===== config.mk =====
export PLATFORM = sky130hd
export DESIGN_NAME = lsu_result
export DESIGN_NICKNAME = d
export VERILOG_FILES = /design/src/design/lsu_cfg.svh /design/src/design/lsu_pkg.sv /design/src/design/lsu_result.sv
export SDC_FILE = /design/constraint.sdc
export NUM_CORES = 1
export LEC_CHECK = 0
export BUFFER_PORTS_ARGS = -buffer_cell sky130_fd_sc_hd__buf_4
export CAP_MARGIN = 20
export CORE_MARGIN = 3
export CORE_UTILIZATION = 36
export DETAILED_ROUTE_END_ITERATION = 7
export HOLD_SLACK_MARGIN = 0.03
export PLACE_DENSITY = 0.77
export SLEW_MARGIN = 20
export SYNTH_ARGS = -nofsm -noshare
export SYNTH_HDL_FRONTEND = slang
export SYNTH_SLANG_ARGS = --single-unit

===== constraint.sdc =====
create_clock -name clk -period 1.74 [get_ports clk]
set_input_delay 0.348 -clock clk [delete_from_list [all_inputs] [get_ports clk]]
set_output_delay 0.348 -clock clk [all_outputs]
set_load 0.02 [all_outputs]

===== src/design/lsu_cfg.svh =====
`ifndef LSU_CFG_SVH
`define LSU_CFG_SVH

// core-local timer window, inclusive
`define LSU_CLINT_BASE 32'h0200_0000
`define LSU_CLINT_END 32'h0200_FFFF

// mtime word offsets inside the timer window
`define LSU_MTIME_LO_OFF 32'h0000_BFF8
`define LSU_MTIME_HI_OFF 32'h0000_BFFC

// data SRAM placement and depth
`define LSU_SRAM_BASE 32'h8000_0000
`define LSU_SRAM_WORDS 1024

// read address accepted to read data valid
`define LSU_SRAM_LAT 2

`endif


===== src/design/lsu_pkg.sv =====
package lsu_pkg;

    typedef enum logic [1:0] {
        NONE = 2'd0,
        BYTE = 2'd1,
        HALF = 2'd2,
        WORD = 2'd3
    } mem_width_e;

    typedef enum logic [1:0] {
        OKAY   = 2'd0,
        SLVERR = 2'd2
    } resp_e;

    typedef struct packed {
        logic        wen;
        logic        ren;
        logic        sign;
        mem_width_e  width;
        logic [31:0] addr;
        logic [31:0] wdata;
    } lsu_req_t;

    typedef struct packed {
        logic        is_load;
        logic        is_store;
        logic        to_clint;
        logic        reject;     // store aimed at the timer
        logic [31:0] addr;
        logic [2:0]  size;
        logic [3:0]  wstrb;
        logic [31:0] wmem;       // store data already on its lanes
        logic [1:0]  lane;
        logic        sign;
        mem_width_e  width;
    } lsu_acc_t;

    typedef struct packed {
        logic        rvalid;
        resp_e       rresp;
        logic [31:0] rdata;
    } rd_rsp_t;

    typedef struct packed {
        logic        awvalid;
        logic        wvalid;
        logic [31:0] awaddr;
        logic [31:0] wdata;
        logic [3:0]  wstrb;
    } wr_req_t;

endpackage


===== src/design/lsu_result.sv =====
`timescale 1ns/1ps

module lsu_result (
    input  logic              clk,
    input  logic              rst_n,
    input  logic              rsp_take,
    input  lsu_pkg::rd_rsp_t  rsp,
    input  lsu_pkg::lsu_acc_t acc,
    input  logic              done,
    input  logic              bad_resp,
    output logic [31:0]       rdata,
    output logic              err
);

    logic [31:0] word_q;
    logic [31:0] shifted;
    logic [31:0] ext;

    always_ff @(posedge clk or negedge rst_n) begin
        if (!rst_n) begin
            word_q <= '0;
        end else if (rsp_take) begin
            word_q <= rsp.rdata;
        end
    end

    assign shifted = word_q >> {acc.lane, 3'b000};   // addressed lane down to bit 0

    always_comb begin
        if (!acc.is_load || (acc.width == lsu_pkg::NONE)) begin
            ext = '0;   // stores return nothing
        end else begin
            case (acc.size)
                3'd0:    ext = {{24{acc.sign & shifted[7]}}, shifted[7:0]};
                3'd1:    ext = {{16{acc.sign & shifted[15]}}, shifted[15:0]};
                default: ext = shifted;
            endcase
        end
    end

    assign rdata = done ? ext : 32'd0;
    assign err   = done && bad_resp;

endmodule


* After elaboration in Yosys (flattened, before gate mapping) *
Index checks and enable logic that the tools add are counted.

word-level totals
  flip-flop bits (word level) = 32
  input port bits = 120
  output and inout bits = 33

cells by class
  equality and inequality tests = 1
  shifts and indexed selects = 1
  multiplexer cells = 3
  bitwise logic cells = 2
  reduce and logical (&&, ||, !) cells = 5

operator list
  operator                                       number
  two-way mux 32 bit                             2
  case mux 32 bit (2 select lines)               1
  >> shifter 32 x 5 -> 32 bit                    1
  == test 3 x 1 -> 1 bit, second input constant  1
  zero test 3 bit                                1
  AND 1 bit                                      2
  zero test 2 bit                                1
  logical AND 1 bit                              1
  zero test 1 bit                                1
  logical OR 1 bit                               1

* Depth between registers and ports, before layout *
  depth after elaboration = 5
  mapped depth = 6

* Worst setup path before layout *
No wires, ideal clock.

  kind = input -> output
  from = in acc[1] in the netlist's numbering
  to = out rdata[16]
  arrival time = 1557 ps
  data required time = 1392 ps
  setup slack = -165 ps
  stages on the path = 4
  buffers on the path = 1
  cell sequence = o211ai_2 > or3_1 > clkbuf_1 > o21ai_0

between the ends
  longest elaborated chain between the ends = 4

ends and longest elaborated chain
  what                line              source
  start, declared     lsu_result.sv:8   input lsu_pkg::lsu_acc_t acc,
  zero test 2 bit     lsu_result.sv:30  if (!acc.is_load || (acc.width == lsu_pkg::NONE)) begin
  logical OR 1 bit    lsu_result.sv:30
  two-way mux 32 bit  lsu_result.sv:30
  two-way mux 32 bit  lsu_result.sv:41  assign rdata = done ? ext : 32'd0;
  end, declared       lsu_result.sv:11  output logic [31:0] rdata,

No other way between the ends.

* Final worst setup path *
  from = reg word_q[15]
  to = out rdata[31]

between the ends
  longest elaborated chain between the ends = 5

ends and longest elaborated chain
  what                                  line                                source
  start, declared                       lsu_result.sv:15                    logic [31:0] word_q;
  start signal, assigned                lsu_result.sv:23                    word_q <= rsp.rdata;
  >> shifter 32 x 5 -> 32 bit (*)       lsu_result.sv:27                    assign shifted = word_q >> {acc.lane, 3'b000};
  AND 1 bit (on tied branches)          lsu_result.sv:35, lsu_result.sv:34
  case mux 32 bit (2 select lines) (*)  lsu_result.sv:33                    case (acc.size)
  two-way mux 32 bit (*)                lsu_result.sv:30
  two-way mux 32 bit (*)                lsu_result.sv:41

Every way passes the cells marked *; elsewhere a longest branch is shown, timed or not.

==> flow_metrics.env <==
export IMPL_cts_made_buffers=5
export IMPL_maximum_clock_rate_mhz=457.5
export IMPL_setup_repair_after_global_routing_missed_its_margin="true"
export IMPL_path_clk_slew_ps=70
export IMPL_drive_above_1_share=0.6403
export IMPL_starting_density_of_the_core=0.3769
export IMPL_grt_max_degree=33
export IMPL_critPathCaptureType="primary output"
export IMPL_first_pass_grt_wire_length_um=9142
export IMPL_later_pin_clock_latency_in_the_skew_report_ps=270
export IMPL_cts_root_buffer_cell="sky130_fd_sc_hd__clkbuf_8"
export IMPL_drt_initial_drc_count=90
export IMPL_ff2ff_path_depth=2
export IMPL_r2r_end="word_q[31]"
export IMPL_detail_route_drc_violations=0
export IMPL_detailed_place_hpwl_um=4263
export IMPL_synth_seq_area_share=0.4108
export IMPL_buffer_ports_inserted=78
export IMPL_hold_path_depth=2
export IMPL_via_count=1769
export IMPL_status="complete, but fails checks"
export IMPL_finalWirelength_um=5820
export IMPL_setup_violations=25
export IMPL_cts_htree_levels=2
export IMPL_p_per_area_nw_per_um2=654.8
export IMPL_post_synthesis_cell_area_sq_um=1949
export IMPL_placement_rows=26
export IMPL_worstSetupStartpointType="flop"
export IMPL_max_flop_register="word_q"
export IMPL_worst_ep_required_time_ps=1390
export IMPL_die_area_sq_um=6334
export IMPL_finalClockSkew_ps=0
export IMPL_die_h_um=79.59
export IMPL_finalNonFillerCells=348
export IMPL_synthCells=181
export IMPL_grt_overflow_total=0
export IMPL_layout_cells_most_common="sky130_fd_sc_hd__buf_4"
export IMPL_route_detailed_wl_per_inst_um=16.72
export IMPL_hold_path_startpoint="rsp[24]"
export IMPL_critical_path_max_stage_delay_ps=410
export IMPL_hold_class="in2reg"
export IMPL_groute_usage_overall=0.1862
export IMPL_power_leakage_nw=1.443
export IMPL_vias_in_the_first_global_route=1832
export IMPL_violations="setup timing"
export IMPL_post_route_period_util=1.256
export IMPL_ys_warn_count=0
export IMPL_layout_top_registers="word_q: 32 flops"
export IMPL_mostFrequentLayoutCells="74 x sky130_fd_sc_hd__buf_4, 32 x sky130_fd_sc_hd__mux2_2, 32 x sky130_fd_sc_hd__dfrtp_1"
export IMPL_final_net_count=397
export IMPL_area_growth_synth_to_finish_pct=60.08
export IMPL_routed_via_density=5.083
export IMPL_drt_pass1_iter_count=4
export IMPL_timing_setup_critical_path_class="reg2out"
export IMPL_antenna_found_initial=0
export IMPL_vdd_ir_drop_worst_mv=0.4889
export IMPL_max_slew_margin_rel=0.7174
export IMPL_finish_utilization=0.6033
export IMPL_place_inst=336
export IMPL_final_critical_path_setup_slack_ps=-445.9
export IMPL_antenna_cells_inserted=0
export IMPL_max_slew_worst_pin_slew_ps=423.7
export IMPL_min_to="word_q[24]"
export IMPL_synthDistinctLibCells=27
export IMPL_die_w_um=79.59
export IMPL_final_critical_period_ps=2186
export IMPL_arrival_ps=1840
export IMPL_placeableCoreArea_sq_um=5172
export IMPL_largest_reg_flops=32
export IMPL_design_portCount=153
export IMPL_antenna_left=0
export IMPL_slowest_stage_cell_on_the_critical_path="sky130_fd_sc_hd__dfrtp_1"
export IMPL_reg2reg_setup_slack_ps=820
export IMPL_tritoncts="done"
export IMPL_clock_sink_count=32
export IMPL_postSynthNetCount=301
export IMPL_timing_final_hold_violations=0
export IMPL_final_max_slew_viol_count=0
export IMPL_number_of_maximum_capacitance_violations=0
export IMPL_crit_chain="mux2_4 > or3_4 > o2111a_2 > a21o_1 > buf_6"
export IMPL_cts_path_max_buffers=2
export IMPL_worst_path_max_fanout=8
export IMPL_ys_seq_elements=32
export IMPL_syn_avg_cell_area_sq_um=10.77
export IMPL_reg2reg_launch_point="word_q[31]"
export IMPL_globalplace_congestion=0.8643
-- area by class of cell --
| type | instances | area (sq um) |
|---|---|---|
| tap | 70 | 87.58 |
| clock buffer | 8 | 90.09 |
| sequential | 32 | 800.8 |
| timing repair buffer | 103 | 889.6 |
| inverter | 2 | 7.507 |
| fill | 430 | 2052 |
| multi-input combinational | 133 | 1245 |
-- metal layers --
metal | part of all wire | wire length (um) | track usage | vias to the layer above
met2 | 0.51 | 2986 | 0.3130 | 66
met5 | 0 | 0 | 0 | -
met1 | 0.40 | 2328 | 0.2388 | 844
met4 | 0.0050 | 29 | 0.03952 | 0
met3 | 0.082 | 476 | 0.05079 | 4
li1 | - | - | - | 855
-- per-stage QoR --
step	hold slack [ps]	TNS (ps)	setup WS (ps)	area [sq um]	total power, mW
final	299.0	-9663	-445.9	3120	2.043
after global routing	290.6	-11470	-512.9	3120	2.151
after CTS	291.4	-8808	-444.3	3002	2.023
after detailed placement	314.1	-5067	-288.1	2791	1.414
after global placement	306.1	-4998	-273.0	2791	1.398
after floorplan	52.41	-2411	-121.9	2031	1.171
-- cell usage after synthesis --
library cell	n	area [sq um]
sky130_fd_sc_hd__a211oi_1	14	105.1
sky130_fd_sc_hd__a21o_1	8	60.06
sky130_fd_sc_hd__a21oi_1	8	40.04
sky130_fd_sc_hd__and2_1	8	50.05
sky130_fd_sc_hd__and2b_1	1	7.510
sky130_fd_sc_hd__buf_1	5	18.77
sky130_fd_sc_hd__buf_2	4	20.02
sky130_fd_sc_hd__buf_6	1	11.26
sky130_fd_sc_hd__clkbuf_1	4	15.01
sky130_fd_sc_hd__dfrtp_1	32	800.8
sky130_fd_sc_hd__inv_1	2	7.510
sky130_fd_sc_hd__mux2_2	32	360.4
sky130_fd_sc_hd__mux2_4	1	15.01
sky130_fd_sc_hd__mux2i_1	16	160.2
sky130_fd_sc_hd__nand2_1	2	7.510
sky130_fd_sc_hd__nand3_1	1	5.000
sky130_fd_sc_hd__nor2_1	9	33.78
sky130_fd_sc_hd__nor2_4	1	11.26
sky130_fd_sc_hd__nor2b_1	7	43.79
sky130_fd_sc_hd__nor4b_1	1	8.760
sky130_fd_sc_hd__o2111a_2	1	12.51
sky130_fd_sc_hd__o2111ai_2	2	30.03
sky130_fd_sc_hd__o211ai_2	1	12.51
sky130_fd_sc_hd__o21ai_0	16	80.08
sky130_fd_sc_hd__o2bb2ai_1	1	8.760
sky130_fd_sc_hd__or3_1	2	12.51
sky130_fd_sc_hd__or3_4	1	11.26
-- worst max-delay path by stage --
stage	to	startpoint	cells past startpoint
floorplan	rdata[24]	acc[3]	5
global placement	rdata[26]	acc[3]	6
CTS	rdata[31]	word_q[15]	5
global route	rdata[31]	word_q[15]	5
detailed placement	rdata[31]	acc[3]	6
finish	rdata[31]	word_q[15]	5
-- worst max-delay path, delay by kind of cell (launching register included) --
kind	cells	cell delay [ps]
flops	1	410
mux	1	280
compound gates	2	390
simple gates	1	350
buf+inv	1	130
-- kinds of logic (layout without fill, tap and decap cells) --
logic type             Yosys count  count (layout)  synth area share
muxes                           49              49            0.2747
AOI/OAI and AO/OA               51              51            0.1791
buffers and inverters           16             113           0.03723
and+or+nand+nor                 33              33           0.09820
DFF                             32              32            0.4108
-- repair_timing --
| action | in CTS | in global routing |
|---|---|---|
| endpoints found under the setup margin | 30 | 32 |
| hold endpoints to repair | 32 | 0 |
| buffers inserted | 2 | 1 |
| pin swaps | 2 | 2 |
| gates resized for setup | 25 | 27 |
| hold buffers | 1 | 0 |
-- where the power goes --
part	leakage, nW	switching (mW)	internal, mW	total, mW
sequential	0.374	0.0669	0.819	0.886
clock	0.0455	0.252	0.322	0.574
combinational	1.02	0.265	0.318	0.583
No activity file was read; power rests on OpenSTA's default activity.
