**src/design/lsu_cfg.svh**
```systemverilog
`ifndef LSU_CFG_SVH
`define LSU_CFG_SVH

// core-local timer window, inclusive
`define LSU_CLINT_BASE 32'h0200_0000
`define LSU_CLINT_END 32'h0200_FFFF

// mtime word offsets inside the timer window
`define LSU_MTIME_LO_OFF 32'h0000_BFF8
`define LSU_MTIME_HI_OFF 32'h0000_BFFC

// data SRAM placement and depth
`define LSU_SRAM_BASE 32'h8000_0000
`define LSU_SRAM_WORDS 1024

// read address accepted to read data valid
`define LSU_SRAM_LAT 2

`endif

```
**src/design/lsu_pkg.sv**
```systemverilog
package lsu_pkg;

    typedef enum logic [1:0] {
        NONE = 2'd0,
        BYTE = 2'd1,
        HALF = 2'd2,
        WORD = 2'd3
    } mem_width_e;

    typedef enum logic [1:0] {
        OKAY   = 2'd0,
        SLVERR = 2'd2
    } resp_e;

    typedef struct packed {
        logic        wen;
        logic        ren;
        logic        sign;
        mem_width_e  width;
        logic [31:0] addr;
        logic [31:0] wdata;
    } lsu_req_t;

    typedef struct packed {
        logic        is_load;
        logic        is_store;
        logic        to_clint;
        logic        reject;     // store aimed at the timer
        logic [31:0] addr;
        logic [2:0]  size;
        logic [3:0]  wstrb;
        logic [31:0] wmem;       // store data already on its lanes
        logic [1:0]  lane;
        logic        sign;
        mem_width_e  width;
    } lsu_acc_t;

    typedef struct packed {
        logic        rvalid;
        resp_e       rresp;
        logic [31:0] rdata;
    } rd_rsp_t;

    typedef struct packed {
        logic        awvalid;
        logic        wvalid;
        logic [31:0] awaddr;
        logic [31:0] wdata;
        logic [3:0]  wstrb;
    } wr_req_t;

endpackage

```
**src/design/clint_timer.sv**
```systemverilog
`timescale 1ns/1ps
`include "lsu_cfg.svh"

module clint_timer (
    input  logic             clk,
    input  logic             rst_n,
    input  logic             arvalid,
    input  logic [31:0]      araddr,
    output logic             arready,
    output lsu_pkg::rd_rsp_t rd
);

    logic [63:0] mtime;
    logic        rvalid_q;
    logic [31:0] rdata_q;
    logic        rerr_q;
    logic        hit_lo;
    logic        hit_hi;

    assign hit_lo = (araddr == `LSU_CLINT_BASE + `LSU_MTIME_LO_OFF);
    assign hit_hi = (araddr == `LSU_CLINT_BASE + `LSU_MTIME_HI_OFF);

    assign arready   = !rvalid_q;
    assign rd.rvalid = rvalid_q;
    assign rd.rresp  = rerr_q ? lsu_pkg::SLVERR : lsu_pkg::OKAY;
    assign rd.rdata  = rdata_q;

    always_ff @(posedge clk or negedge rst_n) begin
        if (!rst_n) begin
            mtime    <= '0;
            rvalid_q <= 1'b0;
        end else begin
            mtime    <= mtime + 64'd1;           // free running
            rvalid_q <= arvalid && arready;      // one cycle later, rready high
        end
    end

    always_ff @(posedge clk) begin
        if (arvalid && arready) begin
            if (hit_lo) begin
                rdata_q <= mtime[31:0];
            end else if (hit_hi) begin
                rdata_q <= mtime[63:32];
            end else begin
                rdata_q <= 32'd0;
            end
            rerr_q <= !(hit_lo || hit_hi);
        end
    end

endmodule

```
**config.mk**
```make
export PLATFORM = sky130hd
export DESIGN_NAME = clint_timer
export DESIGN_NICKNAME = d
export VERILOG_FILES = /design/src/design/lsu_pkg.sv /design/src/design/clint_timer.sv
export VERILOG_INCLUDE_DIRS = /design/src /design/src/design
export SDC_FILE = /design/constraint.sdc
export NUM_CORES = 1
export LEC_CHECK = 0
export BUFFER_PORTS_ARGS = -buffer_cell sky130_fd_sc_hd__buf_2
export CAP_MARGIN = 25
export CORE_ASPECT_RATIO = 1.5
export CORE_MARGIN = 4
export CORE_UTILIZATION = 55
export CTS_CLUSTER_SIZE = 24
export DETAILED_ROUTE_END_ITERATION = 6
export PLACE_DENSITY = 0.78
export SLEW_MARGIN = 25
export SYNTH_ARGS = -nofsm -noshare
export SYNTH_HDL_FRONTEND = slang
export SYNTH_SLANG_ARGS = --single-unit
```
**constraint.sdc**
```tcl
create_clock -name clk -period 5.9 [get_ports clk]
set_clock_uncertainty 0.1 [all_clocks]
set_input_delay 0.885 -clock clk [delete_from_list [all_inputs] [get_ports clk]]
set_output_delay 0.885 -clock clk [all_outputs]
set_load 0.01 [all_outputs]
```
### Word level (Yosys, flattened, before mapping)

Index checks and enable logic that the tools add are counted.

| word-level totals | value |
|---|---|
| register bits | 98 |
| output and inout bits | 36 |
| word-level logic and storage cells | 14 |

| operators by class | value |
|---|---|
| add/subtract/negate cells | 1 |
| eq/ne operators | 2 |
| muxes and demuxes | 3 |
| reductions and logical operators | 4 |

Operators by type and width:

| operator | number |
|---|---|
| $add 64x1->64 const B | 1 |
| $eq 32x26->1 const B | 2 |
| $mux 32 | 2 |
| $logic_not 1->1 | 2 |
| $mux 2 | 1 |
| $logic_and 1x1->1 | 1 |
| $logic_or 1x1->1 | 1 |

### Depth between registers and ports, before layout

Gate-level depths: netlist of the first run.

| logic depth | value |
|---|---|
| depth after elaboration | 3 |
| gate-level depth with buffers | 6 |

### Worst setup path after synthesis of the first run

Ideal clock, no wire load.

| timing | value |
|---|---|
| kind | input to register |
| start point | input port arvalid |
| end point | register rdata_q[0] (enable) |
| library setup time | 0.428 ns |
| data arrival time | 2.400 ns |
| data required time | 5.372 ns |
| slack | 2.971 ns |
| stages on the path | 1 |
| cells stage by stage | nor2b_1 |

| on the way | value |
|---|---|
| cells in the longest elaborated chain, start to end | 1 |

Ends and longest elaborated chain:

| element | line | source |
|---|---|---|
| start, declared | clint_timer.sv:7 | `input logic arvalid,` |
| $logic_and 1x1->1 | clint_timer.sv:39 | `if (arvalid && arready) begin` |
| end signal, assigned | clint_timer.sv:41 | `rdata_q <= mtime[31:0];` |
| end signal, assigned | clint_timer.sv:43 | `rdata_q <= mtime[63:32];` |
| end, declared | clint_timer.sv:15 | `logic [31:0] rdata_q;` |

Every way passes these cells.
A chain may end at the register's enable or synchronous reset.

### Worst setup path in the final report of the first run

| timing | value |
|---|---|
| start point | register mtime[5] |
| end point | register mtime[63] |

| on the way | value |
|---|---|
| cells in the longest elaborated chain, start to end | 1 |

Ends and longest elaborated chain:

| element | line | source |
|---|---|---|
| start, declared | clint_timer.sv:13 | `logic [63:0] mtime;` |
| start signal, assigned | clint_timer.sv:33 | `mtime <= mtime + 64'd1;` |
| $add 64x1->64 | clint_timer.sv:33 |  |

Every way passes these cells.

==> results.py, run 1 <==
metrics = {
    "cts": {
        "clkLatencyLatePin_ns": 0.34,
        "htreeDepth": 3,
        "post_cts_resized": 0,
        "hold_buffers": 0,
        "clk_pin_slew_ns": 0.06,
        "cts-root-buf": "clkbuf_16",
        "clock-sinks": 98,
        "cts_tree": "built",
        "clock_path_buffers": 2,
        "postCtsSetupBuffers": 0,
        "cts_buffers": 9,
    },
    "drt": {
        "first_pass_iters": 4,
        "drc": 0,
        "routed_wl_um": 9650,
        "ant_nets": 0,
        "drt-vias-per-instance": 5.63,
        "vias": 3211,
        "drt_iter0_drc": 217,
        "wire_per_inst_um": 16.9,
    },
    "floorplanning": {
        "start_util_pct": 56.7,
        "die_h_um": 120,
        "die_x_um": 82.4,
        "core_um2": 8060,
        "num_io_pins": 71,
        "row_count": 40,
        "dieArea_um2": 9860,
    },
    "yosys": {
        "yosys.area.top_type_share_pct": 35.6,
        "synthTopCellsByCount": "65 x dfrtp_1, 45 x nor2_1, 37 x xnor2_1",
        "synth_nets": 429,
        "synth_cell_types": 37,
        "synth-compound-area-share_pct": 0,
        "synthAdderAreaFrac_pct": 0.274,
        "synth-main-ff-cell": "dfrtp_1",
        "netlist_top_cells_area": "dfrtp_1 36%, edfxtp_1 22%, xnor2_1 7.1%",
        "ys_ff_latch": 98,
        "synth-warning-count": 0,
        "synthesis.area_um2": 4570,
        "synth_xor_area_share_pct": 11.9,
        "syn_avg_cell_area_um2": 11.6,
        "synth_most_common_cell": "dfrtp_1",
        "synth_top_area_cell": "dfrtp_1",
        "synthMuxAreaShare_pct": 7.01,
        "async_flop_share_pct": 66.3,
        "synth_top_family_by_area": "simple AND/OR/NAND/NOR gates",
        "synthSimpleGateAreaFrac_pct": 21.4,
        "synth.yosys.seq_area_share_pct": 57.3,
        "synth_edf_count": 33,
        "postSynthCellCount": 393,
    },
    "sta": {
        "setup_viol": 0,
        "rsz0062_at_grt": "false",
        "worst_pin_slew_ns": 0.970,
        "fin_crit_ns": 2.77,
        "holdWs_ns": 0.370,
        "slew_violations": 0,
        "fmax_mhz": 361,
        "period_share_pct": 47.0,
        "hold_viol": 0,
        "relSlewSlack_pct": 35.3,
        "tns_ns": 0,
    },
    "global_route": {
        "gr-total-overflow": 0,
        "grt_pass1_vias": 3191,
        "grt_max_degree": 66,
        "track_usage_pct": 21.2,
        "grt_pass1_wl_um": 15700,
        "antenna_found_initial": 0,
    },
    "finish": {
        "layout.nets": 496,
        "layout-drive-gt1-share_pct": 20.0,
        "syn2layout_area_growth_pct": 14.8,
        "antenna_cells": 0,
        "final_core_util_pct": 65.1,
        "fin_area_um2": 5250,
        "layout.cells.non_filler": 570,
    },
    "power": {
        "power.density_nw_per_um2": 248,
        "p_leak_nw": 2.32,
        "peakVddDrop_mv": 0.199,
    },
    "critical_path": {
        "crit_path_end_kind": "flip-flop",
        "cp_max_fo": 11,
        "start_kind": "flip-flop",
        "worstSetupPathType": "reg -> reg",
        "critical_path.max_stage_delay_ns": 0.63,
        "cp_slowest_cell": "nor4_4",
        "cp_cell_sequence": "nand4_1, nor4_4, nand4_1, nor3_1, xor2_1",
        "critical_path_arrival_ns": 2.93,
        "path_common_cell": "nand4_1",
        "crit_required_ns": 6.06,
    },
    "hold_path": {
        "hp-class": "reg -> reg",
    },
    "flow_run": {
        "drv_cap": 0,
    },
    "placement": {
        "dp.cells": 554,
        "io_buffers": 69,
        "placed_area_um2": 4980,
        "hpwlAfterDp_um": 6650,
        "gp_congestion": 0.864,
    },
    "outcome": {
        "status": "finished, final reports clean",
    },
}
## cell families (layout without fill, tap and decap cells)
kind of cell               count (synthesis)  after routing
buffers and inverters                     19             91
xor gates and xnor gates                  62             62
and+or+nand+nor                          180            180
other                                      1              1
DFF                                       98             98
muxes                                     32             32
adders and majority gates                  1              1
## per-layer routing
metal / global-route usage (%) / wire [um] / up-vias
li1: - / - / 1533
met1: 25.4 / 3820 / 1566
met2: 34.3 / 5010 / 88
met3: 5.26 / 454 / 24
met4: 11.3 / 359 / 0
met5: 0 / 0 / -
## final timing paths
kind                                startpoint                   to  slack [ns]  depth (start not counted)
max                         mtime[5]$_DFF_PN0_  mtime[63]$_DFF_PN0_        3.13                          5
min                        mtime[63]$_DFF_PN0_  mtime[63]$_DFF_PN0_        0.37                          1
max reg2reg                 mtime[5]$_DFF_PN0_  mtime[63]$_DFF_PN0_        3.13                          5
min reg2reg                mtime[63]$_DFF_PN0_  mtime[63]$_DFF_PN0_        0.37                          1
max in group asynchronous                rst_n   mtime[7]$_DFF_PN0_        4.54                          2
min in group asynchronous                rst_n  mtime[11]$_DFF_PN0_        0.62                          2
## where the power goes
part / leakage, nW / internal, mW / switching (mW) / total [mW]
combinational: 0.975 / 0.0216 / 0.0325 / 0.0540
sequential: 1.22 / 0.713 / 0.00241 / 0.716
clock: 0.132 / 0.292 / 0.239 / 0.531
total: 2.32 / 1.03 / 0.274 / 1.30
## area by class of cell
class / instances / area (um2)
Fill cell: 602 / 2810
Sequential cell: 98 / 2620
Multi-Input combinational cell: 276 / 1860
Timing Repair Buffer: 70 / 353
Clock buffer: 11 / 243
Tap cell: 105 / 131
Clock inverter: 5 / 21.3
Inverter: 5 / 18.8
## flip-flops by register name, indices dropped and copies added (netlist names)
name and cells:
mtime 64, rdata_q 32, rerr_q 1, rvalid_q 1
## stage by stage
| stage | setup slack [ns] | total power, mW |
|---|---|---|
| after detailed placement | 2.86 | 0.785 |
| after CTS | 3.17 | 1.31 |
| after floorplan | 2.97 | 0.753 |
| after global routing | 2.95 | 1.35 |
| after global placement | 2.88 | 0.783 |
| final | 3.13 | 1.30 |
## worst max-delay path: cells and delay by family, from the launching register on
| family | cells | cell delay, ns |
|---|---|---|
| simple gates | 4 | 2.00 |
| flops | 1 | 0.42 |
| xor+xnor | 1 | 0.17 |
## layout by cell type, fill, tap and decap left out
cell type and count:
xor2_1 25, nor2_1 45, inv_1 5, nand3_1 26
and3_1 5, or4_2 1, nor4_1 9, xnor2_1 37
buf_2 69, mux2i_1 32, nor2b_4 1, and4_1 2
conb_1 1, edfxtp_1 33, nand2_1 25, dfrtp_1 65
ha_1 1, buf_4 1, nor3_1 17, nand4b_1 4
nor4bb_1 1, nand4_1 25, and4_2 1, nor3b_1 2
or3_1 4, nor4_2 1, or2_2 1, nor4_4 2
clkinv_2 2, and4b_1 1, clkinv_1 3, nand4_2 1
clkbuf_8 1, nor4b_1 1, clkbuf_16 9, and3_2 3
clkbuf_1 1, and2_1 2
Power figures use the tool's default switching activity.
==> run 2, diff against run 1 <==
Clock period 5.9 ns to 2.8 ns, I/O delays scaled along.
==> results.py, run 2 (synthesis gave the netlist of run 1 again) <==
metrics = {
    "sta": {
        "hold_viol": 0,
        "setup_viol": 0,
        "fin_crit_ns": 2.48,
        "worst_pin_slew_ns": 0.613,
        "tns_ns": 0,
        "slew_violations": 0,
        "fmax_mhz": 403,
        "relSlewSlack_pct": 58.8,
        "period_share_pct": 88.6,
        "rsz0062_at_grt": "false",
        "holdWs_ns": 0.370,
    },
    "critical_path": {
        "rr_worst_depth": 5,
        "cpLargestDelayFamily": "simple AND/OR/NAND/NOR gates",
        "crit_required_ns": 2.96,
        "path_common_cell": "nand4_1",
        "cp_num_cells": 5,
        "reg2reg_slack_ns": 0.32,
        "worstSetupPathType": "reg -> reg",
        "critical_path.max_stage_delay_ns": 0.56,
        "cp_max_fo": 6,
        "critical_path_arrival_ns": 2.64,
        "start_kind": "flip-flop",
        "critPathBufInv": 0,
        "crit_path_end_kind": "flip-flop",
        "cp_cell_sequence": "nand4_1, nor4_4, nand4_1, nor3_1, xor2_1",
        "cp_slowest_cell": "nor4_4",
    },
    "cts": {
        "cts_tree": "built",
        "clk_pin_slew_ns": 0.06,
        "post_cts_resized": 0,
        "postCtsSetupBuffers": 0,
        "htreeDepth": 3,
        "cts-root-buf": "clkbuf_16",
        "clock_path_buffers": 2,
        "cts_buffers": 9,
        "clkLatencyLatePin_ns": 0.35,
        "clock-sinks": 98,
    },
    "power": {
        "p_leak_nw": 2.39,
        "p_switching_mw": 0.584,
        "p_clk_share_pct": 43.5,
        "swShare_pct": 20.3,
        "power.density_nw_per_um2": 536,
        "peakVddDrop_mv": 0.339,
        "pwr-share-seq_pct": 52.4,
        "internal_power_mw": 2.29,
        "power.total_mw": 2.88,
        "power_frac_comb_pct": 4.1,
    },
    "drt": {
        "drt-vias-per-instance": 5.66,
        "first_pass_iters": 5,
        "ant_nets": 0,
        "vias": 3280,
        "routed_wl_um": 9720,
        "drc": 0,
        "wire_per_inst_um": 16.8,
        "drt_iter0_drc": 189,
    },
    "placement": {
        "hpwlAfterDp_um": 7090,
        "gp_congestion": 0.904,
        "placed_area_um2": 5050,
        "io_buffers": 69,
    },
    "finish": {
        "antenna_cells": 0,
        "regArea_um2": 2620,
        "fillers": 606,
        "layout_common_cells": "69 x buf_2, 65 x dfrtp_1, 45 x nor2_1, 37 x xnor2_1, 33 x edfxtp_1",
        "regMostFlops": "mtime",
        "final_core_util_pct": 66.6,
        "final_common_cell": "buf_2",
        "syn2layout_area_growth_pct": 17.4,
        "layout.nets": 506,
        "top_regs": "mtime (64), rdata_q (32)",
        "fin_area_um2": 5370,
        "largest_register_ffs": 64,
        "multi_input_area_um2": 1860,
        "layout-drive-gt1-share_pct": 21.9,
    },
    "global_route": {
        "grt_max_degree": 35,
        "gr-total-overflow": 0,
        "met3_usage_pct": 4.80,
        "track_usage_pct": 21.9,
        "antenna_found_initial": 0,
        "grt_pass1_vias": 3323,
        "met1_usage_pct": 25.7,
        "met2_usage_pct": 36.7,
        "grt_pass1_wl_um": 16100,
        "grt-busiest-layer": "met2",
    },
    "floorplanning": {
        "core_um2": 8060,
        "row_count": 40,
        "num_io_pins": 71,
        "die_x_um": 82.4,
        "dieArea_um2": 9860,
        "die_h_um": 120,
        "start_util_pct": 56.7,
    },
    "flow_run": {
        "drv_cap": 0,
    },
    "hold_path": {
        "min_path_cells": 1,
        "hp-class": "reg -> reg",
    },
    "outcome": {
        "status": "finished, final reports clean",
    },
}
-- run 2: cell types whose count changed in the layout (fill, tap and decap cells not counted), sizes merged --
cell and change:
buf +9, clkinv -4, inv +2, bufinv +1
clkbuf +1, dlygate4sd3 +1
-- run 2: cell type report --
class	count	share of cell area, %
flip-flops and latches	98	48.8
multi-input cells	276	34.7
repair buffers	80	8.02
clock buffers	12	4.78
well taps	105	2.45
clock inverters	4	0.886
inverters	5	0.350
-- run 2: routing by layer --
metal | vias to the layer above | wire [um] | share of wire (%)
met5 | - | 0 | 0
met4 | 0 | 352 | 3.6
met3 | 23 | 384 | 4.0
met2 | 79 | 5110 | 53
met1 | 1619 | 3870 | 40
li1 | 1559 | - | -
-- run 2: what timing repair did --
action / in CTS / in global routing
hold buffers: 1 / 0
hold endpoints to repair: 21 / 0
endpoints found under the setup margin: 0 / 0
-- run 2: worst paths after layout --
check,start,end
max,mtime[2]$_DFF_PN0_,mtime[63]$_DFF_PN0_
min,mtime[63]$_DFF_PN0_,mtime[63]$_DFF_PN0_
max reg2reg,mtime[2]$_DFF_PN0_,mtime[63]$_DFF_PN0_
min reg2reg,mtime[63]$_DFF_PN0_,mtime[63]$_DFF_PN0_
max in group asynchronous,rst_n,mtime[29]$_DFF_PN0_
min in group asynchronous,rst_n,mtime[12]$_DFF_PN0_
-- run 2: through the flow --
step / setup WS [ns] / instances
2_1_floorplan: 0.336 / 393
3_3_place_gp: 0.369 / 563
3_5_place_dp: 0.296 / 563
4_1_cts: 0.288 / 580
5_1_grt: 0.104 / 580
6_report: 0.320 / 580
-- run 2: power groups by stage --
stage / Clock, mW / Sequential [mW] / Combinational, mW
6_report: 1.25 / 1.51 / 0.118
5_1_grt: 1.33 / 1.51 / 0.130
4_1_cts: 1.27 / 1.51 / 0.121
3_5_place_dp: 0 / 1.54 / 0.120
3_3_place_gp: 0 / 1.54 / 0.118
2_1_floorplan: 0 / 1.55 / 0.0372
