$ cat src/design/lsu_cfg.svh
`ifndef LSU_CFG_SVH
`define LSU_CFG_SVH

// core-local timer window, inclusive
`define LSU_CLINT_BASE 32'h0200_0000
`define LSU_CLINT_END 32'h0200_FFFF

// mtime word offsets inside the timer window
`define LSU_MTIME_LO_OFF 32'h0000_BFF8
`define LSU_MTIME_HI_OFF 32'h0000_BFFC

// data SRAM placement and depth
`define LSU_SRAM_BASE 32'h8000_0000
`define LSU_SRAM_WORDS 1024

// read address accepted to read data valid
`define LSU_SRAM_LAT 2

`endif

$ cat src/design/lsu_pkg.sv
package lsu_pkg;

    typedef enum logic [1:0] {
        NONE = 2'd0,
        BYTE = 2'd1,
        HALF = 2'd2,
        WORD = 2'd3
    } mem_width_e;

    typedef enum logic [1:0] {
        OKAY   = 2'd0,
        SLVERR = 2'd2
    } resp_e;

    typedef struct packed {
        logic        wen;
        logic        ren;
        logic        sign;
        mem_width_e  width;
        logic [31:0] addr;
        logic [31:0] wdata;
    } lsu_req_t;

    typedef struct packed {
        logic        is_load;
        logic        is_store;
        logic        to_clint;
        logic        reject;     // store aimed at the timer
        logic [31:0] addr;
        logic [2:0]  size;
        logic [3:0]  wstrb;
        logic [31:0] wmem;       // store data already on its lanes
        logic [1:0]  lane;
        logic        sign;
        mem_width_e  width;
    } lsu_acc_t;

    typedef struct packed {
        logic        rvalid;
        resp_e       rresp;
        logic [31:0] rdata;
    } rd_rsp_t;

    typedef struct packed {
        logic        awvalid;
        logic        wvalid;
        logic [31:0] awaddr;
        logic [31:0] wdata;
        logic [3:0]  wstrb;
    } wr_req_t;

endpackage

$ cat src/design/lsu_exec.sv
`timescale 1ns/1ps

module lsu_exec (
    input  logic              clk,
    input  logic              rst_n,
    input  logic              acc_valid,
    input  lsu_pkg::lsu_acc_t acc,
    output logic              busy,
    output logic              sram_arvalid,
    input  logic              sram_arready,
    input  lsu_pkg::rd_rsp_t  sram_rd,
    output logic              clint_arvalid,
    input  logic              clint_arready,
    input  lsu_pkg::rd_rsp_t  clint_rd,
    output logic [31:0]       araddr,
    output lsu_pkg::wr_req_t  sram_wr,
    input  logic              awready,
    input  logic              wready,
    input  logic              bvalid,
    input  lsu_pkg::resp_e    bresp,
    output lsu_pkg::rd_rsp_t  rsp,
    output logic              rsp_take,
    output logic              done,
    output logic              bad_resp
);

    typedef enum logic [2:0] {IDLE, AR, R, AW, W, B, FIN} state_e;

    state_e state;
    state_e state_nxt;
    logic   arready_sel;

    assign arready_sel   = acc.to_clint ? clint_arready : sram_arready;
    assign rsp           = acc.to_clint ? clint_rd : sram_rd;   // same routing as ar
    assign araddr        = acc.addr;
    assign sram_arvalid  = (state == AR) && !acc.to_clint;
    assign clint_arvalid = (state == AR) && acc.to_clint;
    assign rsp_take      = (state == R) && rsp.rvalid;   // rready tied high
    assign done          = (state == FIN);
    assign busy          = acc_valid || (state != IDLE);

    // writes only ever go to the SRAM
    always_comb begin
        sram_wr.awvalid = (state == AW);
        sram_wr.wvalid  = (state == W);
        sram_wr.awaddr  = acc.addr;
        sram_wr.wdata   = acc.wmem;
        sram_wr.wstrb   = acc.wstrb;
    end

    always_comb begin
        state_nxt = state;
        case (state)
            IDLE: begin
                if (acc_valid) begin
                    if (acc.reject || !(acc.is_load || acc.is_store)) begin
                        state_nxt = FIN;
                    end else if (acc.is_load) begin
                        state_nxt = AR;
                    end else begin
                        state_nxt = AW;
                    end
                end
            end
            AR:      if (arready_sel) state_nxt = R;
            R:       if (rsp.rvalid) state_nxt = FIN;
            AW:      if (awready) state_nxt = W;
            W:       if (wready) state_nxt = B;
            B:       if (bvalid) state_nxt = FIN;   // bready tied high
            FIN:     state_nxt = IDLE;
            default: state_nxt = IDLE;
        endcase
    end

    always_ff @(posedge clk or negedge rst_n) begin
        if (!rst_n) begin
            state    <= IDLE;
            bad_resp <= 1'b0;
        end else begin
            state <= state_nxt;
            if ((state == IDLE) && acc_valid) begin
                bad_resp <= acc.reject;
            end else if (rsp_take) begin
                bad_resp <= (rsp.rresp != lsu_pkg::OKAY);
            end else if ((state == B) && bvalid) begin
                bad_resp <= (bresp != lsu_pkg::OKAY);
            end
        end
    end

    // core must hold off until done
    a_no_acc_while_busy: assert property (
        @(posedge clk) disable iff (!rst_n)
        acc_valid |-> (state == IDLE)
    );

    a_done_one_cycle: assert property (
        @(posedge clk) disable iff (!rst_n)
        done |=> !done
    );

    a_single_ar_target: assert property (
        @(posedge clk) disable iff (!rst_n)
        !(sram_arvalid && clint_arvalid)
    );

endmodule

$ cat config.mk
export PLATFORM = sky130hd
export DESIGN_NAME = lsu_exec
export DESIGN_NICKNAME = d
export VERILOG_FILES = /design/src/design/lsu_cfg.svh /design/src/design/lsu_pkg.sv /design/src/design/lsu_exec.sv
export SDC_FILE = /design/constraint.sdc
export NUM_CORES = 1
export LEC_CHECK = 0
export BUFFER_PORTS_ARGS = -buffer_cell sky130_fd_sc_hd__buf_2
export CAP_MARGIN = 20
export CORE_AREA = 2 2 118 120
export CTS_CLUSTER_DIAMETER = 200
export DETAILED_ROUTE_END_ITERATION = 7
export DIE_AREA = 0 0 120 122
export PLACE_DENSITY_LB_ADDON = 0.3
export REMOVE_ABC_BUFFERS = 1
export SLEW_MARGIN = 20
export SYNTH_ARGS = -nofsm -noshare
export SYNTH_HDL_FRONTEND = slang
export SYNTH_SLANG_ARGS = --single-unit
export TNS_END_PERCENT = 30
$ cat constraint.sdc
create_clock -name clk -period 3.1 [get_ports clk]
set_input_delay 0.31 -clock clk [delete_from_list [all_inputs] [get_ports clk]]
set_output_delay 0.31 -clock clk [all_outputs]
set_load 0.005 [all_outputs]
Yosys cells after proc, flatten, opt, wreduce, memory -nomap -nowiden
Index checks and enable logic that the tools add are counted.
- register bits after elaboration: 4
- input bits: 160
- output and inout port bits: 143
- logic and storage cells: 44
- eq/ne operators: 12
- muxes and demuxes: 14
- reduce and logical (&&, ||, !) cells: 16
- operators with widths (kind ; count):
    35-bit 2-to-1 mux ; 1
    3-bit 2-to-1 mux ; 7
    3-bit one-hot mux with 6 select lines ; 1
    3-bit equality test, second input constant ; 3
    2-bit != test, second input constant ; 4
    3-bit by 2-bit equality test with 1-bit output, second input constant ; 2
    6-bit AND reduction ; 1
    3-bit nonzero test ; 2
    1-bit logical AND ; 5
    1-bit 2-to-1 mux ; 4
    2-bit by 1-bit != test with 1-bit output, second input constant ; 2
    2-bit nonzero test ; 2
    3-bit by 1-bit equality test with 1-bit output, second input constant ; 1
    3-bit zero test ; 1
    1-bit logical OR ; 3
    1-bit zero test ; 2
    2-bit 2-to-1 mux ; 1

Depth between registers and ports, before layout
Gate-level depths: netlist of the first run.
- depth in word-level cells: 6
- depth in mapped cells: 5
- gate-level depth less buffers: 4

Worst setup path after synthesis of the first run
OpenSTA, ideal clock, no wires.
- path type: reg2out
- start point: register state[1]
- end point: output port busy
- data arrival time: 1.189 ns
- data required time: 2.790 ns
- path slack: 1.601 ns
- cell stages (with the launch flop): 3
- path buffers: 1
- cells stage by stage: dfrtp_1 clkbuf_1 or4_2
- cells in the longest elaborated chain, start to end: 2
- RTL lines (item ; RTL line ; RTL):
    start, declared ; lsu_exec.sv:29 ; state_e state;
    start signal, assigned ; lsu_exec.sv:80 ; state <= state_nxt;
    3-bit nonzero test ; lsu_exec.sv:40 ; assign busy = acc_valid || (state != IDLE);
    1-bit logical OR ; lsu_exec.sv:40 ;
    end, declared ; lsu_exec.sv:8 ; output logic busy,
Every way passes these cells.

Worst setup path after layout of the first run
- start point: register state[0]
- end point: output port busy
Same word-level chain as after synthesis.

==> impl_results.md, run 1 <==
- CP Capture Point: busy
- Critical Path Start Type: register
- Avg Inst Size Synth: between 8 and 9 sq um
- Reg2reg setup slack: 1.46 ns
- Wire per inst: between 30 and 40 um
- Worst Setup Path Type: register to output port
- Reg-to-Reg End: state[2]
- # IOs: 303
- DR vias: between 1000 and 1500
- Number of synthesized flops with an enable pin: 0
- Num CTS Buffers: 3
- Top-count cell post-synth: buf_4
- Worst Reg-to-Reg Cells: 4
- Max Clock Freq: between 400 and 500 MHz
- Synthesis warning total: 0
- Nets@finish: 373
- Reg clk slew, reported paths: ~0.030 ns
- Maximum clock insertion buffer count: 2
- Synth unique cells: 33
- Clock net sink count: 4
- GR Overflow Total: 0
- Die area: 14600 sq um
- CP required: about 2.8 ns
- Final Cycle Share: roughly two thirds
- Yosys top cell area share: roughly 47%
- Global Route Usage Sum: ~17%
- Routed Antenna Nets: 0
- PwrDens: roughly 430 nW/um^2
- Area of the multi-input gates: around 690 sq um
- Layout cells sized above 1: roughly four fifths
- IO Port Bufs: ~130
- Ant. Diodes: 0
- Hold Path Class: input pin to register
- #FFs+latches synth: 4
- Global-route wire length before repair: ~16 mm
- GPL Wtd Cong: 0.870
- RSZ-0062 raised after global routing: no
- H-tree levels: 1
- Setup ws final: 1.07 ns
- Clk root buf: clkbuf_16
- Die extent in y: roughly 120 um
- Relative slew slack: roughly 58%
- Worst r2r src: state[2]
- Largest net degree at the start of global routing: 22
- Leakage power: roughly 0.87 nW
- Post-CTS Repair Setup Buffers: 0
- Core Area: about 14000 sq um
- Synth async-reset ratio: 100%
- Filler cells: between 1500 and 2000
- Final setup violation count: 0
- DRT Pass-1 Iters: 4
- Cell Area, Synth: about 1600 sq um
- Routed wire length: between 10 and 15 mm
- Worst EP arrival: 1.72 ns
- Post-synthesis sequential area ratio: under 10%
- Min Hold Slack: approximately 0.36 ns
- Biggest area consumer among synthesized cells: buf_4
- Ys flop type: dfrtp_1
- DP HPWL: roughly 13 mm
- Final Max Tran Viols: 0
- Mapped Cells: 187
- Area contributors post-synth: buf_4 47%, mux2_2 24%, dfrtp_1 6.3%
- Number of vias per cell: 3.66
- Worst VDD drop: 168 uV
- Initial DRC count: between 90 and 100
- Skew final: about 0.0036 ns
- Worst Setup End Kind: output port
- Maxcap violations: 0
- Minimum clock period: between 2 and 2.5 ns
- Measured slew at the worst slew-check pin: approximately 0.63 ns
- Die width: around 120 um
- Register area: ~100 sq um
- Post-synth top cells: 100 x buf_4, 34 x mux2_2, 6 x nand2_1
- Remaining DRCs: 0
- Status: complete, no violations
- Antenna violations before repair: 1
- CP max FO: 18
- Setup TNS: 0 ns
- Vias in the first global route: ~1300
- Dpl ws: around 1.2 ns
- CP startpoint: state[0]
- Worst skew pair latency: 0.23 ns
- Hold Violations, Final: 0
- Synthesis-to-finish area growth: 9.65%
- Rows: 43
- Initial Utilization: about an eighth
- CTS tree: done
==> sequential cells by signal, summed over array words and instances (netlist names) <==
| name | flops |
|---|---|
| bad_resp | 1 |
| state | 3 |
==> how the worst min path moves through the flow <==
stage            start       end  slack, ns  cells past startpoint
3_5_place_dp     rst_n  state[1]       0.12                      1
2_1_floorplan    rst_n  bad_resp       0.01                      0
6_report       acc[76]  bad_resp       0.36                      3
5_1_grt        acc[76]  bad_resp       0.39                      3
3_3_place_gp     rst_n  state[1]       0.12                      1
4_1_cts        acc[76]  bad_resp       0.35                      3
==> cell type report <==
class,instances,area share [%]
Multi-Input combinational cell,74,39.4
Tap cell,180,12.9
Inverter,1,0.215
Timing Repair Buffer,129,37.5
Clock buffer,3,4.29
Sequential cell,4,5.72
==> metal layers <==
layer  global-route usage [%]  up-vias  share of wire (%)
li1                         -      573                  -
met5                     7.29        -               0.87
met2                     27.9      262                 44
met1                     8.94      579                 18
met3                     27.2       16                 35
met4                     3.60        2                2.1
==> stage by stage <==
step | cells | total power (W) | util [%] | instance area, sq um
after floorplan | 79 | 0.000352 | - | 793
after global placement | 387 | 0.000539 | 12.3 | 1660
after detailed placement | 387 | 0.000542 | 12.3 | 1660
after CTS | 391 | 0.000752 | 13.0 | 1750
after global routing | 391 | 0.000803 | 13.0 | 1750
final | 391 | 0.000747 | 13.0 | 1750
==> report_power, final <==
group	switching [W]	internal [W]	total, W	leakage (nW)
combinational	0.000157	0.000223	0.000381	0.786
clock	0.0000386	0.000165	0.000204	0.0370
sequential	0.0000841	0.0000784	0.000162	0.0486
total	0.000280	0.000467	0.000747	0.872
==> worst max-delay path: stages, from the launching register on <==
cell and delay, ns:
dfrtp_1 0.60, or4_2 0.74, buf_2 0.15
==> cell families (layout without fill, tap and decap cells) <==
logic type / after synthesis / count (layout) / share of synthesized area [%]
buffers and inverters: 109 / 133 / 50.5
multiplexers: 38 / 38 / 27.1
AND/OR/NAND/NOR: 25 / 25 / 10.4
AO/OA/AOI/OAI: 11 / 11 / 5.73
flip-flops: 4 / 4 / 6.27
==> cells in the final DEF (no fill, tap or decap), types with 2 or more instances in the layout <==
master     count
buf_4          2
dfrtp_1        4
mux2_4         2
mux2_2        34
nor2_1         3
mux2i_1        2
buf_2        126
nand2b_1       3
nor3_1         3
nand2_1        6
a21oi_1        2
clkbuf_16      3
==> what timing repair did <==
action | 4_1_cts | 5_1_grt
gates resized for setup | 0 | 0
hold buffers | 1 | 0
hold endpoints to repair | 4 | 0
Note: power is estimated with default switching activity, not from simulation.
==> run 2: changes to the inputs <==
- CORE_AREA: 2 2 118 120 -> 2 2 119 121
- DIE_AREA: 0 0 120 122 -> 0 0 121 123
- clock period: 3.1 -> 2 ns (I/O delays scaled with it)
==> run 2 against run 1 <==
Against the previous run: non-clock buffer count increased by 3; sequential power up 38%; utilization rose by 0.063 points; sequential cell count stayed put; critical endpoint unchanged.
==> impl_results.md, run 2 (synthesis results as in run 1) <==
- Leakage power: 0.887 nW (+1.7%)
- Remaining DRCs: 0 (unchanged)
- Clock net sink count: 4 (unchanged)
- Skew final: 0.000514 ns (-0.00306 ns)
- GPL Wtd Cong: 0.868 (-0.17%)
- Core Area: 13600 sq um (+0.80%)
- Number of vias per cell: 3.61 (-1.3%)
- Die width: 121 um (+0.83%)
- Worst skew pair latency: 0.22 ns (about the same)
- Combinational power share: 54.1% (+3.1 points)
- Global Route Usage Sum: 16.1% (-1.2 points)
- Worst EP arrival: 1.58 ns (-0.14 ns)
- Final Max Tran Viols: 0 (unchanged)
- IO Port Bufs: 126 (unchanged)
- CTS tree: done
- Die area: 14900 sq um (+1.7%)
- Relative slew slack: 68.5% (+11 points)
- DP HPWL: 12.1 mm (-3.2%)
- P_sw: 0.000422 W (+51%)
- Maxcap violations: 0 (unchanged)
- Die extent in y: 123 um (+0.82%)
- Final setup violation count: 0 (unchanged)
- Largest net degree at the start of global routing: 14 (-36%)
- Commonest non-fill, non-tap cell in the layout: buf_2
- Vias in the first global route: 1338 (+1.9%)
- Clk root buf: clkbuf_16
- Minimum clock period: ~1.8 ns
- Maximum clock insertion buffer count: 2 (unchanged)
- Min Hold Slack: 0.240 ns (-0.121 ns)
- Placed cell area: 1690 sq um (+1.4%)
- Clock share of power: 26.7% (-0.6 points)
- CP required: 1.80 ns (-0.99 ns)
- Measured slew at the worst slew-check pin: 0.473 ns (-0.159 ns)
- Hold Violations, Final: 0 (unchanged)
- DRT Pass-1 Iters: 6 (+2)
- Post-CTS sizing: 0 (unchanged)
- H-tree levels: 1 (unchanged)
- Flop pwr share: 19.2% (-2.6 points)
- Hold Path Class: input pin to register
- # IOs: 303 (unchanged)
- Most frequent cells in the layout: 126 x buf_2, 34 x mux2_2, 6 x nand2_1
- Num CTS Buffers: 3 (unchanged)
- Pint: 0.000736 W (+58%)
- Synthesis-to-finish area growth: 11.1%
- Nets@finish: 376 (+0.80%)
- Layout cells sized above 1: 82.2% (+0.25 points)
- RSZ-0062 raised after global routing: no
- Wire per inst: 32.5 um (-4.0%)
- Routed wire length: 12.8 mm (-3.3%)
- CTS Hold Bufs: 1 (unchanged)
- Antenna violations before repair: 0 (-1)
- Rows: 43 (unchanged)
- Setup TNS: 0 ns (unchanged)
- Global-route wire length before repair: 15.0 mm (-4.4%)
- Routed Antenna Nets: 0 (unchanged)
- Initial Utilization: 11.7% (-0.093 points)
- CP max FO: 12 (-6)
- PwrDens: 654 nW/um^2 (+53%)
- Worst Setup End Kind: output port
- Critical Path Start Type: register
- Reg2reg setup slack: 0.39 ns (-1.07 ns)
- Top Registers: state: 3 flops, bad_resp: 1 flops
- Total power: 0.00116 W (+55%)
- Max Clock Freq: roughly 560 MHz
- GR Overflow Total: 0 (unchanged)
- Max reg flops: 3 (unchanged)
- Final Util: 13.0% (+0.063 points)
- Post-CTS Repair Setup Buffers: 0 (unchanged)
- Status: complete, no violations
- Final instance area: 1770 sq um (+1.3%)
- Reg clk slew, reported paths: 0.03 ns (about the same)
- Switching share of power: 36.4% (-1.1 points)
- Ant. Diodes: 0 (unchanged)
- Most flops, register: state
- DR vias: 1424 (-0.56%)
- Worst Setup Path Type: register to output port
- Worst VDD drop: 297 uV (+77%)
- Final Cycle Share: between 80% and 90%
- Initial DRC count: 58 (-41%)
[run 2: cell count changes in the layout (fill, tap and decap cells not counted)]
cell   previous run  this run
buf_4             2         5
[run 2: area by class of cell]
cell class                 count  area (sq um)
clock buffer                   3          75.1
tap                          180           225
timing repair buffer         132           678
inverter                       1          3.75
sequential                     4           100
fill                        1567         11800
multi-input combinational     74           689
[run 2: path summary, 6_finish.rpt]
kind,from,end,cells past startpoint
setup / recovery,state[2],busy,2
hold / removal,acc[76],bad_resp,3
setup reg to reg,state[2],state[2],4
hold reg to reg,state[0],state[1],2
max in group asynchronous,rst_n,state[1],2
min in group asynchronous,rst_n,state[2],2
[run 2: stage by stage]
step | worst slack [ns] | std cells
global placement | 0.450 | 390
floorplan | 0.559 | 79
global route | 0.163 | 394
finish | 0.217 | 394
CTS | 0.224 | 394
detailed placement | 0.407 | 390
[run 2: worst max-delay path, stage by stage, from the launching register on]
cell and delay, ns:
dfrtp_1 0.54, or4_2 0.67, buf_2 0.15
[run 2: layer usage]
layer | wire length, um | vias to the layer above | track usage (%)
met4 | 171 | 2 | 2.76
met3 | 4380 | 12 | 25.4
met5 | 67 | - | 3.47
li1 | - | 583 | -
met2 | 5550 | 246 | 25.4
met1 | 2630 | 581 | 9.33
[run 2: power by group through the flow]
stage | clock network (W) | registers [W] | logic (W)
after CTS | 0.000312 | 0.000221 | 0.000631
after detailed placement | 0 | 0.000222 | 0.000626
after global placement | 0 | 0.000220 | 0.000626
after floorplan | 0 | 0.000216 | 0.000331
after global routing | 0.000318 | 0.000235 | 0.000693
final | 0.000309 | 0.000223 | 0.000626
